$ cat src/source/core_pkg.sv
package core_pkg;

  localparam int xlen = 32;
  localparam int reg_count = 32;
  localparam int reg_addr_w = 5;

  localparam int iq_depth = 4;
  localparam int iq_ptr_w = $clog2(iq_depth);
  localparam int iq_cnt_w = $clog2(iq_depth + 1);

  localparam int rs_depth = 4;
  localparam int rs_ptr_w = $clog2(rs_depth);
  localparam int rs_cnt_w = $clog2(rs_depth + 1);

  localparam int pend_w = 4;  // outstanding writes per register, max in flight is well below 16

  localparam logic [6:0] opcode_op = 7'b0110011;
  localparam logic [6:0] opcode_opimm = 7'b0010011;

  typedef enum logic [3:0] {
    alu_add  = 4'd0,
    alu_sub  = 4'd1,
    alu_sll  = 4'd2,
    alu_slt  = 4'd3,
    alu_sltu = 4'd4,
    alu_xor  = 4'd5,
    alu_srl  = 4'd6,
    alu_sra  = 4'd7,
    alu_or   = 4'd8,
    alu_and  = 4'd9
  } alu_func_e;

  typedef struct packed {
    logic valid_op;  // OP or OP-IMM
    alu_func_e func;
    logic use_imm;
    logic [xlen-1:0] imm;  // I-immediate, sign extended
    logic [reg_addr_w-1:0] rs1;
    logic [reg_addr_w-1:0] rs2;
    logic [reg_addr_w-1:0] rd;
  } decoded_t;

  // four-phase sender and receiver sides
  typedef enum logic [1:0] {tx_idle, tx_req, tx_release} tx_state_e;
  typedef enum logic {rx_idle, rx_acked} rx_state_e;

  typedef enum logic [1:0] {alu_idle, alu_calc, alu_offer, alu_release} alu_state_e;

endpackage

$ cat src/source/stage_if.sv
// issue unit to reservation station
interface issue_if import core_pkg::*; ();
  logic req;
  logic ack;
  alu_func_e func;
  logic [xlen-1:0] rval1;
  logic [xlen-1:0] rval2;  // already muxed with the immediate
  logic [reg_addr_w-1:0] rd;

  modport sender (output req, func, rval1, rval2, rd, input ack);
  modport receiver (input req, func, rval1, rval2, rd, output ack);
endinterface

// reservation station to ALU
interface exec_if import core_pkg::*; ();
  logic req;
  logic ack;
  alu_func_e func;
  logic [xlen-1:0] rval1;
  logic [xlen-1:0] rval2;
  logic [reg_addr_w-1:0] rd;

  modport sender (output req, func, rval1, rval2, rd, input ack);
  modport receiver (input req, func, rval1, rval2, rd, output ack);
endinterface

$ cat src/source/instruction_queue.sv
module instruction_queue import core_pkg::*; (
  input  logic            clk_100mhz,
  input  logic            rst,
  input  logic            inst_req,
  input  logic [xlen-1:0] instruction,
  input  logic            pop,
  output logic            inst_ack,
  output logic [xlen-1:0] head,
  output logic            head_valid
);

  logic [xlen-1:0] mem [iq_depth];
  logic [iq_ptr_w-1:0] wr_ptr;
  logic [iq_ptr_w-1:0] rd_ptr;
  logic [iq_cnt_w-1:0] count;
  rx_state_e state;
  logic full;
  logic push;
  logic pop_ok;

  assign full = count == iq_cnt_w'(iq_depth);
  assign push = state == rx_idle && inst_req && !full;  // one write per req
  assign pop_ok = pop && head_valid;

  assign inst_ack = state == rx_acked;
  assign head = mem[rd_ptr];
  assign head_valid = count != '0;

  always_ff @(posedge clk_100mhz) begin
    if (rst) begin
      state <= rx_idle;
      wr_ptr <= '0;
      rd_ptr <= '0;
      count <= '0;
    end else begin
      case (state)
        rx_idle: if (push) state <= rx_acked;
        rx_acked: if (!inst_req) state <= rx_idle;  // sender released, drop ack
        default: state <= rx_idle;
      endcase
      if (push) wr_ptr <= wr_ptr + 1'b1;
      if (pop_ok) rd_ptr <= rd_ptr + 1'b1;
      count <= count + iq_cnt_w'(push) - iq_cnt_w'(pop_ok);
    end
  end

  // storage
  always_ff @(posedge clk_100mhz) begin
    if (push) mem[wr_ptr] <= instruction;
  end

endmodule

$ cat src/source/decoder.sv
module decoder import core_pkg::*; (
  input  logic [xlen-1:0] instruction,
  output decoded_t        decoded
);

  logic [6:0] opcode;
  logic [2:0] funct3;
  logic alt;  // funct7 bit 5, selects sub and sra

  assign opcode = instruction[6:0];
  assign funct3 = instruction[14:12];
  assign alt = instruction[30];

  always_comb begin
    decoded.valid_op = (opcode == opcode_op) || (opcode == opcode_opimm);
    decoded.use_imm = opcode == opcode_opimm;
    decoded.imm = {{20{instruction[31]}}, instruction[31:20]};
    decoded.rs1 = instruction[19:15];
    decoded.rs2 = instruction[24:20];
    decoded.rd = instruction[11:7];

    case (funct3)
      3'b000: begin
        // addi has no sub form, bit 30 is just immediate there
        decoded.func = (alt && !decoded.use_imm) ? alu_sub : alu_add;
      end
      3'b001: decoded.func = alu_sll;
      3'b010: decoded.func = alu_slt;
      3'b011: decoded.func = alu_sltu;
      3'b100: decoded.func = alu_xor;
      3'b101: decoded.func = alt ? alu_sra : alu_srl;  // srai too
      3'b110: decoded.func = alu_or;
      default: decoded.func = alu_and;
    endcase
  end

endmodule

$ cat src/source/register_file.sv
module register_file import core_pkg::*; (
  input  logic                  clk_100mhz,
  input  logic                  rst,
  input  logic [reg_addr_w-1:0] rs1,
  input  logic [reg_addr_w-1:0] rs2,
  input  logic                  set_busy,
  input  logic [reg_addr_w-1:0] busy_addr,
  input  logic                  wb_en,
  input  logic [reg_addr_w-1:0] wb_addr,
  input  logic [xlen-1:0]       wb_data,
  output logic [xlen-1:0]       rdata1,
  output logic [xlen-1:0]       rdata2,
  output logic                  busy1,
  output logic                  busy2
);

  logic [xlen-1:0] regs [reg_count];
  // busy is a count of pending writers so two in-flight writes to one rd keep it busy
  logic [pend_w-1:0] pend [reg_count];
  logic wb_hit1;
  logic wb_hit2;

  assign wb_hit1 = wb_en && wb_addr == rs1 && rs1 != '0;
  assign wb_hit2 = wb_en && wb_addr == rs2 && rs2 != '0;

  // x0 reads zero; same-cycle writeback bypassed
  assign rdata1 = (rs1 == '0) ? '0 : (wb_hit1 ? wb_data : regs[rs1]);
  assign rdata2 = (rs2 == '0) ? '0 : (wb_hit2 ? wb_data : regs[rs2]);

  // last writer retiring this cycle frees the source
  assign busy1 = pend[rs1] != '0 && !(wb_hit1 && pend[rs1] == pend_w'(1));
  assign busy2 = pend[rs2] != '0 && !(wb_hit2 && pend[rs2] == pend_w'(1));

  always_ff @(posedge clk_100mhz) begin
    if (rst) begin
      for (int i = 0; i < reg_count; i++) begin
        regs[i] <= '0;
        pend[i] <= '0;
      end
    end else begin
      if (wb_en && wb_addr != '0) regs[wb_addr] <= wb_data;
      for (int i = 1; i < reg_count; i++) begin
        pend[i] <= pend[i]
                 + pend_w'(set_busy && busy_addr == reg_addr_w'(i))
                 - pend_w'(wb_en && wb_addr == reg_addr_w'(i));
      end
    end
  end

endmodule

$ cat src/source/issue_unit.sv
module issue_unit import core_pkg::*; (
  input  logic                  clk_100mhz,
  input  logic                  rst,
  input  logic [xlen-1:0]       head,
  input  logic                  head_valid,
  input  logic [xlen-1:0]       rdata1,
  input  logic [xlen-1:0]       rdata2,
  input  logic                  busy1,
  input  logic                  busy2,
  output logic                  pop,
  output logic [reg_addr_w-1:0] rs1,
  output logic [reg_addr_w-1:0] rs2,
  output logic                  set_busy,
  output logic [reg_addr_w-1:0] busy_addr,
  issue_if.sender               issue
);

  decoded_t dec;
  tx_state_e state;
  logic hazard;
  logic go;

  decoder decoder_i (
    .instruction(head),
    .decoded(dec)
  );

  assign rs1 = dec.rs1;
  assign rs2 = dec.rs2;
  assign busy_addr = dec.rd;

  // rs2 field is immediate bits for OP-IMM
  assign hazard = busy1 || (busy2 && !dec.use_imm);
  // idle implies ack already low
  assign go = head_valid && dec.valid_op && !hazard && state == tx_idle;

  assign set_busy = go;
  assign pop = go || (head_valid && !dec.valid_op);  // other opcodes just vanish

  always_ff @(posedge clk_100mhz) begin
    if (rst) begin
      state <= tx_idle;
      issue.req <= 1'b0;
    end else begin
      case (state)
        tx_idle: begin
          if (go) begin
            issue.req <= 1'b1;
            state <= tx_req;
          end
        end
        tx_req: begin
          if (issue.ack) begin
            issue.req <= 1'b0;
            state <= tx_release;
          end
        end
        tx_release: if (!issue.ack) state <= tx_idle;
        default: state <= tx_idle;
      endcase
    end
  end

  // operands held while req is up
  always_ff @(posedge clk_100mhz) begin
    if (go) begin
      issue.func <= dec.func;
      issue.rval1 <= rdata1;
      issue.rval2 <= dec.use_imm ? dec.imm : rdata2;
      issue.rd <= dec.rd;
    end
  end

endmodule

$ cat src/source/reservation_station.sv
module reservation_station import core_pkg::*; (
  input  logic        clk_100mhz,
  input  logic        rst,
  issue_if.receiver   issue,
  exec_if.sender      exec
);

  alu_func_e ent_func [rs_depth];
  logic [xlen-1:0] ent_rval1 [rs_depth];
  logic [xlen-1:0] ent_rval2 [rs_depth];
  logic [reg_addr_w-1:0] ent_rd [rs_depth];

  logic [rs_ptr_w-1:0] wr_ptr;
  logic [rs_ptr_w-1:0] rd_ptr;
  logic [rs_cnt_w-1:0] count;
  rx_state_e in_state;
  tx_state_e out_state;
  logic push;
  logic retire;

  assign push = in_state == rx_idle && issue.req && count != rs_cnt_w'(rs_depth);
  assign retire = out_state == tx_req && exec.ack;  // entry leaves once the ALU has it

  assign issue.ack = in_state == rx_acked;

  // oldest entry, pointer only moves after req drops
  assign exec.func = ent_func[rd_ptr];
  assign exec.rval1 = ent_rval1[rd_ptr];
  assign exec.rval2 = ent_rval2[rd_ptr];
  assign exec.rd = ent_rd[rd_ptr];

  always_ff @(posedge clk_100mhz) begin
    if (rst) begin
      in_state <= rx_idle;
      out_state <= tx_idle;
      exec.req <= 1'b0;
      wr_ptr <= '0;
      rd_ptr <= '0;
      count <= '0;
    end else begin
      case (in_state)
        rx_idle: if (push) in_state <= rx_acked;
        rx_acked: if (!issue.req) in_state <= rx_idle;
        default: in_state <= rx_idle;
      endcase

      case (out_state)
        tx_idle: begin
          if (count != '0) begin
            exec.req <= 1'b1;
            out_state <= tx_req;
          end
        end
        tx_req: begin
          if (exec.ack) begin
            exec.req <= 1'b0;
            out_state <= tx_release;
          end
        end
        tx_release: if (!exec.ack) out_state <= tx_idle;
        default: out_state <= tx_idle;
      endcase

      if (push) wr_ptr <= wr_ptr + 1'b1;
      if (retire) rd_ptr <= rd_ptr + 1'b1;
      count <= count + rs_cnt_w'(push) - rs_cnt_w'(retire);
    end
  end

  always_ff @(posedge clk_100mhz) begin
    if (push) begin
      ent_func[wr_ptr] <= issue.func;
      ent_rval1[wr_ptr] <= issue.rval1;
      ent_rval2[wr_ptr] <= issue.rval2;
      ent_rd[wr_ptr] <= issue.rd;
    end
  end

endmodule

$ cat src/source/alu.sv
module alu import core_pkg::*; (
  input  logic                  clk_100mhz,
  input  logic                  rst,
  input  logic                  result_ack,
  exec_if.receiver              exec,
  output logic                  result_req,
  output logic [xlen-1:0]       result_data,
  output logic [reg_addr_w-1:0] result_rd,
  output logic                  wb_en,
  output logic [reg_addr_w-1:0] wb_addr,
  output logic [xlen-1:0]       wb_data
);

  alu_func_e op_func;
  logic [xlen-1:0] op_a;
  logic [xlen-1:0] op_b;
  logic [reg_addr_w-1:0] op_rd;
  logic [4:0] shamt;
  logic [xlen-1:0] calc;
  alu_state_e state;
  rx_state_e rx_state;
  logic take;

  assign exec.ack = rx_state == rx_acked;
  assign take = state == alu_idle && rx_state == rx_idle && exec.req;
  assign shamt = op_b[4:0];

  always_comb begin
    case (op_func)
      alu_add:  calc = op_a + op_b;
      alu_sub:  calc = op_a - op_b;
      alu_sll:  calc = op_a << shamt;
      alu_slt:  calc = xlen'($signed(op_a) < $signed(op_b));
      alu_sltu: calc = xlen'(op_a < op_b);
      alu_xor:  calc = op_a ^ op_b;
      alu_srl:  calc = op_a >> shamt;
      alu_sra:  calc = $signed(op_a) >>> shamt;
      alu_or:   calc = op_a | op_b;
      default:  calc = op_a & op_b;
    endcase
  end

  assign wb_addr = result_rd;
  assign wb_data = result_data;

  always_ff @(posedge clk_100mhz) begin
    if (rst) begin
      state <= alu_idle;
      rx_state <= rx_idle;
      result_req <= 1'b0;
      wb_en <= 1'b0;
    end else begin
      wb_en <= 1'b0;  // single-cycle pulse
      if (take) rx_state <= rx_acked;
      else if (rx_state == rx_acked && !exec.req) rx_state <= rx_idle;

      case (state)
        alu_idle: if (take) state <= alu_calc;
        alu_calc: begin
          result_req <= 1'b1;
          state <= alu_offer;
        end
        alu_offer: begin
          if (result_ack) begin
            result_req <= 1'b0;
            wb_en <= 1'b1;  // frees rd in the scoreboard
            state <= alu_release;
          end
        end
        default: if (!result_ack) state <= alu_idle;
      endcase
    end
  end

  always_ff @(posedge clk_100mhz) begin
    if (take) begin
      op_func <= exec.func;
      op_a <= exec.rval1;
      op_b <= exec.rval2;
      op_rd <= exec.rd;
    end
    if (state == alu_calc) begin
      result_data <= calc;
      result_rd <= op_rd;
    end
  end

endmodule

$ cat src/source/core_top.sv
module core_top import core_pkg::*; (
  input  logic                  clk_100mhz,
  input  logic                  rst,
  input  logic                  inst_req,
  input  logic [xlen-1:0]       instruction,
  input  logic                  result_ack,
  output logic                  inst_ack,
  output logic                  result_req,
  output logic [xlen-1:0]       result_data,
  output logic [reg_addr_w-1:0] result_rd
);

  logic [xlen-1:0] head;
  logic head_valid;
  logic pop;

  logic [reg_addr_w-1:0] rs1;
  logic [reg_addr_w-1:0] rs2;
  logic [xlen-1:0] rdata1;
  logic [xlen-1:0] rdata2;
  logic busy1;
  logic busy2;
  logic set_busy;
  logic [reg_addr_w-1:0] busy_addr;

  logic wb_en;
  logic [reg_addr_w-1:0] wb_addr;
  logic [xlen-1:0] wb_data;

  issue_if issue_bus ();
  exec_if exec_bus ();

  instruction_queue instruction_queue_i (
    .clk_100mhz(clk_100mhz),
    .rst(rst),
    .inst_req(inst_req),
    .instruction(instruction),
    .pop(pop),
    .inst_ack(inst_ack),
    .head(head),
    .head_valid(head_valid)
  );

  register_file register_file_i (
    .clk_100mhz(clk_100mhz),
    .rst(rst),
    .rs1(rs1),
    .rs2(rs2),
    .set_busy(set_busy),
    .busy_addr(busy_addr),
    .wb_en(wb_en),
    .wb_addr(wb_addr),
    .wb_data(wb_data),
    .rdata1(rdata1),
    .rdata2(rdata2),
    .busy1(busy1),
    .busy2(busy2)
  );

  issue_unit issue_unit_i (
    .clk_100mhz(clk_100mhz),
    .rst(rst),
    .head(head),
    .head_valid(head_valid),
    .rdata1(rdata1),
    .rdata2(rdata2),
    .busy1(busy1),
    .busy2(busy2),
    .pop(pop),
    .rs1(rs1),
    .rs2(rs2),
    .set_busy(set_busy),
    .busy_addr(busy_addr),
    .issue(issue_bus.sender)
  );

  reservation_station reservation_station_i (
    .clk_100mhz(clk_100mhz),
    .rst(rst),
    .issue(issue_bus.receiver),
    .exec(exec_bus.sender)
  );

  alu alu_i (
    .clk_100mhz(clk_100mhz),
    .rst(rst),
    .result_ack(result_ack),
    .exec(exec_bus.receiver),
    .result_req(result_req),
    .result_data(result_data),
    .result_rd(result_rd),
    .wb_en(wb_en),
    .wb_addr(wb_addr),
    .wb_data(wb_data)
  );

endmodule

$ cat config.mk
export PLATFORM = sky130hd
export DESIGN_NAME = core_top
export DESIGN_NICKNAME = d
export VERILOG_FILES = /design/src/source/core_pkg.sv /design/src/source/stage_if.sv /design/src/source/instruction_queue.sv /design/src/source/decoder.sv /design/src/source/register_file.sv /design/src/source/issue_unit.sv /design/src/source/reservation_station.sv /design/src/source/alu.sv /design/src/source/core_top.sv
export SDC_FILE = /design/constraint.sdc
export NUM_CORES = 2
export LEC_CHECK = 0
export BUFFER_PORTS_ARGS = -buffer_cell sky130_fd_sc_hd__buf_2
export CORE_ASPECT_RATIO = 0.8
export CORE_UTILIZATION = 30
export DETAILED_ROUTE_END_ITERATION = 16
export GPL_TIMING_DRIVEN = 0
export PLACE_DENSITY = 0.45
export SLEW_MARGIN = 20
export SYNTH_ARGS = -nofsm -noshare
export SYNTH_HDL_FRONTEND = slang
export SYNTH_SLANG_ARGS = --single-unit
$ cat constraint.sdc
create_clock -name clk_100mhz -period 21.5 [get_ports clk_100mhz]
set_input_delay 1.075 -clock clk_100mhz [delete_from_list [all_inputs] [get_ports clk_100mhz]]
set_output_delay 1.075 -clock clk_100mhz [all_outputs]
set_load 0.005 [all_outputs]
==> results <==
- Measured in cells, the most critical reg-to-reg path has a length of 15.
- The required time reported for the critical path endpoint is between 20 and 25 ns.
- At the pin with the least slew margin, the transition time is between 1 and 1.5 ns.
- The critical path data arrival time is 8.54 ns.
- The iteration-0 DRC count of the detailed router is ~7800.
- The distinct cell type count after synthesis is 80.
- In this run the power density over the cells is roughly 120 nW/um^2.
- The number of iterations in the first detailed-routing pass is 6.
- Buffers inserted to repair hold after CTS numbered 0.
- The global placement routability congestion is between 0.9 and 1.
- In the final routed layout, each cell accounts on average for between 30 and 40 um.
- The final instance count without filler cells is about 12000.
- The floorplan has ~180 rows.
- The total overflow left after global routing is 0.
- The proportion of layout cells with a drive suffix above 1 is 0.160.
- The worst register-to-register path has a setup slack of ~13 ns.
- The reg-to-reg critical path startpoint is alu_i.op_b[1].
- VDD sags by at most around 0.000069 V.
- Detailed routing inserted a total of 62400 vias.
- The path with the worst hold slack has its endpoint at alu_i.result_rd[4].
- The maximum number of buffers from clock root to sink is 4.
- After layout, the design draws a total of roughly 0.013 W.
- The hold path depth is 0.
- STA classifies the critical path endpoint as a flop.
- The number of max-slew violations in the final report is 0.
- The launch instance of the worst min-delay path is alu_i.op_rd[4].
- A synthesized cell averages 13.7 um^2.
- The floorplan step defined a die boundary enclosing 318000 um^2.
- The fraction of synthesis flops using an asynchronous set or reset pin is 0.
- The cell count after placement is ~11000.
- Clock tree synthesis selected as its root buffer the cell clkbuf_16.
- Of the post-synthesis cell area, the dominant cell type holds 0.516.
- Summed over all instances, the cell type with the most area after synthesis is edfxtp_1.
- The final number of hold-violating endpoints was 0.
- Summed over all cells, the static leakage comes to approximately 38 nW.
- The initial antenna violation count was 65.
- Clock-pin slew was measured on the worst setup and hold paths at roughly 0.060 ns.
- Gates resized during post-CTS repair numbered 0.
- The TritonCTS sink count is between 1500 and 2000.
- The count of buffers added on input and output ports is between 70 and 80.
- Dividing the final minimum period by the clock period gives 0.373.
- The flow ran to the end, and the final reports show no timing, DRC or antenna violations.
- Setup repair after global routing left no endpoint under its margin.
- The routing layer with the top usage in global route is met1.
- The endpoint of the worst register-to-register path is alu_i.result_data[31].
- The number of global-route vias before repair is around 60000.
- Dividing the detail-routed via count by the number of cells gives 5.38.
- In this run the standard cell core region covers 314000 um^2.
- The worst stage delay on the critical path is 0.82 ns.
- The initial core utilization is 0.302.
- The signal on the critical path passes through clkbuf_1 > clkbuf_1 > buf_1 > inv_1 > ha_1 > or2_2 > a221oi_1 > a21boi_0 > a221oi_1 > o211ai_1 > o211ai_1 > a21oi_1 > o41ai_1 > mux2i_1 > o211ai_1.
- The synthesized instance count is a little under 7000.
- The deepest level of the CTS H-tree is 4.
- Yosys instantiated no cell more often than edfxtp_1.
- The startpoint-to-endpoint class of the critical path is reg2reg.
- The post-DP HPWL is 280 mm.
- The worst path in the final design needs a cycle of ~8.0 ns, including I/O delays and setup.
- Yosys printed 0 warnings.
- The clock latency on the worst-skew pair is 0.90 ns.
- The global-route wire length before repair is approximately 480 mm.
- For this run, the total global-route usage over all layers was measured as 0.216.
- The proportion of synthesized chip area in sequential cells is 0.548.
- The largest net degree at the start of global routing is a little over 40.
- The cell at the slowest stage of the critical path is a221oi_1.
- Ranked by total cell area, the synthesized netlist is headed by edfxtp_1 (52%), mux4_2 (15%), and2_1 (6.6%).
- Max-cap violations in this run came to 0.
- The global-route track usage on met1 is 0.327.
- The growth of design area from synthesis to finish is 13.6%.
- The count of flip-flops with a built-in enable after synthesis is around 1600.
- The commonest cells after synthesis are edfxtp_1 (1627), and2_1 (1003), mux4_2 (620), clkbuf_1 (453), nor2_1 (404).
- The synthesized netlist occupies a cell area of about 95000 um^2.
- The cell type with the highest occurrence count on the critical path is o211ai_1.
- The total routed wirelength is ~350 mm.
- The die is 505 um tall.
- Clock skew on the completed layout was measured at about 0.092 ns.
- The met2 track demand over resource is 0.319.
- The kind of launch point of the worst setup path is a flop.
- The x dimension of the die is around 630 um.
- For met3 alone, demand over resource in global routing was 0.0428.
- TritonCTS built the clock tree.
- The clock buffer count from CTS is slightly above 200.
- After detailed routing, the number of remaining DRC violations is 0.
- Synthesis inferred ~1800 register bits.
- Setup violations remaining at the end of the flow were counted as 0.
- The sum of negative setup slack is 0 ns.
- After detailed placement, the total cell area comes to 101000 um^2.
- The type of the tightest min-delay check is reg2reg.
- The final net count is about 7600.
- Based on the critical path, the design can be clocked at up to 125 MHz.
- The summed area of non-filler cells in the final layout is ~110000 um^2.
- For this run, the leading register cell type out of synthesis is edfxtp_1.
- The number of routed nets with antenna violations is 0.
- The tightest slew margin relative to the limit is 0.167.
- The maximum net fanout on the critical path is 10.
- In this run the post-CTS setup repair buffer count came out at 0.
- The I/O pin total is between 70 and 80.
where the power goes:
| part | total [W] | switching, W | internal, W | leakage (nW) |
|---|---|---|---|---|
| registers | 0.00436 | 0.000249 | 0.00411 | 17.3 |
| clock network | 0.00350 | 0.00149 | 0.00201 | 3.17 |
| logic | 0.00552 | 0.00365 | 0.00187 | 17.6 |
how the worst max path moves through the flow:
stage | start | endpoint | cells past startpoint
final | alu_i.op_b[1] | alu_i.result_data[31] | 15
after global routing | alu_i.op_b[1] | alu_i.result_data[31] | 15
after CTS | alu_i.op_b[1] | alu_i.result_data[31] | 15
after detailed placement | alu_i.op_b[1] | alu_i.result_data[31] | 15
after global placement | flop | register_file_i.pend[15][2] | 15
after floorplan | flop | register_file_i.pend[5][2] | 18
layout make-up:
cell class                      count  area, um^2
Antenna cell                        9        22.5
Buffer                            570        2270
Clock buffer                      248        5330
Clock inverter                    113        1180
Fill cell                       30700      206000
Inverter                          289        1080
Multi-Input combinational cell   4300       39700
Sequential cell                  1780       51900
Tap cell                         4185        5240
Timing Repair Buffer              104         893
routing by layer:
| metal | up-vias | wire length [um] |
|---|---|---|
| met5 | - | 66 |
| met4 | 10 | 6950 |
| met3 | 401 | 29300 |
| met2 | 2622 | 149000 |
| met1 | 32500 | 166000 |
| li1 | 26900 | - |
per-stage QoR:
step	setup WS, ns	utilization	hold WS, ns
2_1_floorplan	14.33	-	0.400
3_3_place_gp	8.89	0.320	0.413
3_5_place_dp	13.75	0.322	0.414
4_1_cts	13.67	0.342	0.313
5_1_grt	13.48	0.343	0.353
6_report	13.47	0.343	0.379
flip-flops by register name (all words and copies together) (netlist names), 20 cells and up, named ones only:
name / cells
register_file_i.regs: 1024
issue_unit_i.issue.rval2: 32
reservation_station_i.ent_rval1: 128
register_file_i.pend: 124
alu_i.op_b: 32
reservation_station_i.ent_rd: 20
alu_i.op_a: 32
issue_unit_i.issue.rval1: 32
alu_i.result_data: 32
instruction_queue_i.mem: 128
reservation_station_i.ent_rval2: 128
logic make-up after synthesis:
kind of cell / share of synthesized area
buf+inv: 0.0350
mux: 0.186
xor+xnor: 0.0120
compound gates: 0.0670
flops: 0.548
fa+ha+maj: 0.0386
simple gates: 0.114
other cells: 0.0000396
placed cells by master, fill, tap and decap left out, drive strengths merged, types with 32 or more instances in the layout:
master / instances
a211oi: 56
clkinv: 78
mux4: 620
or2: 41
a21oi: 212
dfxtp: 153
o22ai: 42
and2: 1003
nor3: 44
mux2i: 350
conb: 32
inv: 295
and3: 38
edfxtp: 1627
o21ai: 197
xnor2: 80
nor2b: 63
buf: 218
nand2: 123
clkbuf: 704
xor2: 50
fa: 35
a22oi: 75
a221oi: 144
nor2: 404
a21o: 50
or3: 41
nand3: 86
ha: 236
critical path, delay by kind of cell (launching register included):
family	cells	cell delay (ns)
AOI/OAI and AO/OA	8	3.84
adders and majority gates	1	0.48
buffers and inverters	4	2.37
DFF	1	0.45
muxes	1	0.16
and+or+nand+nor	1	0.33
Power figures use the tool's default switching activity.
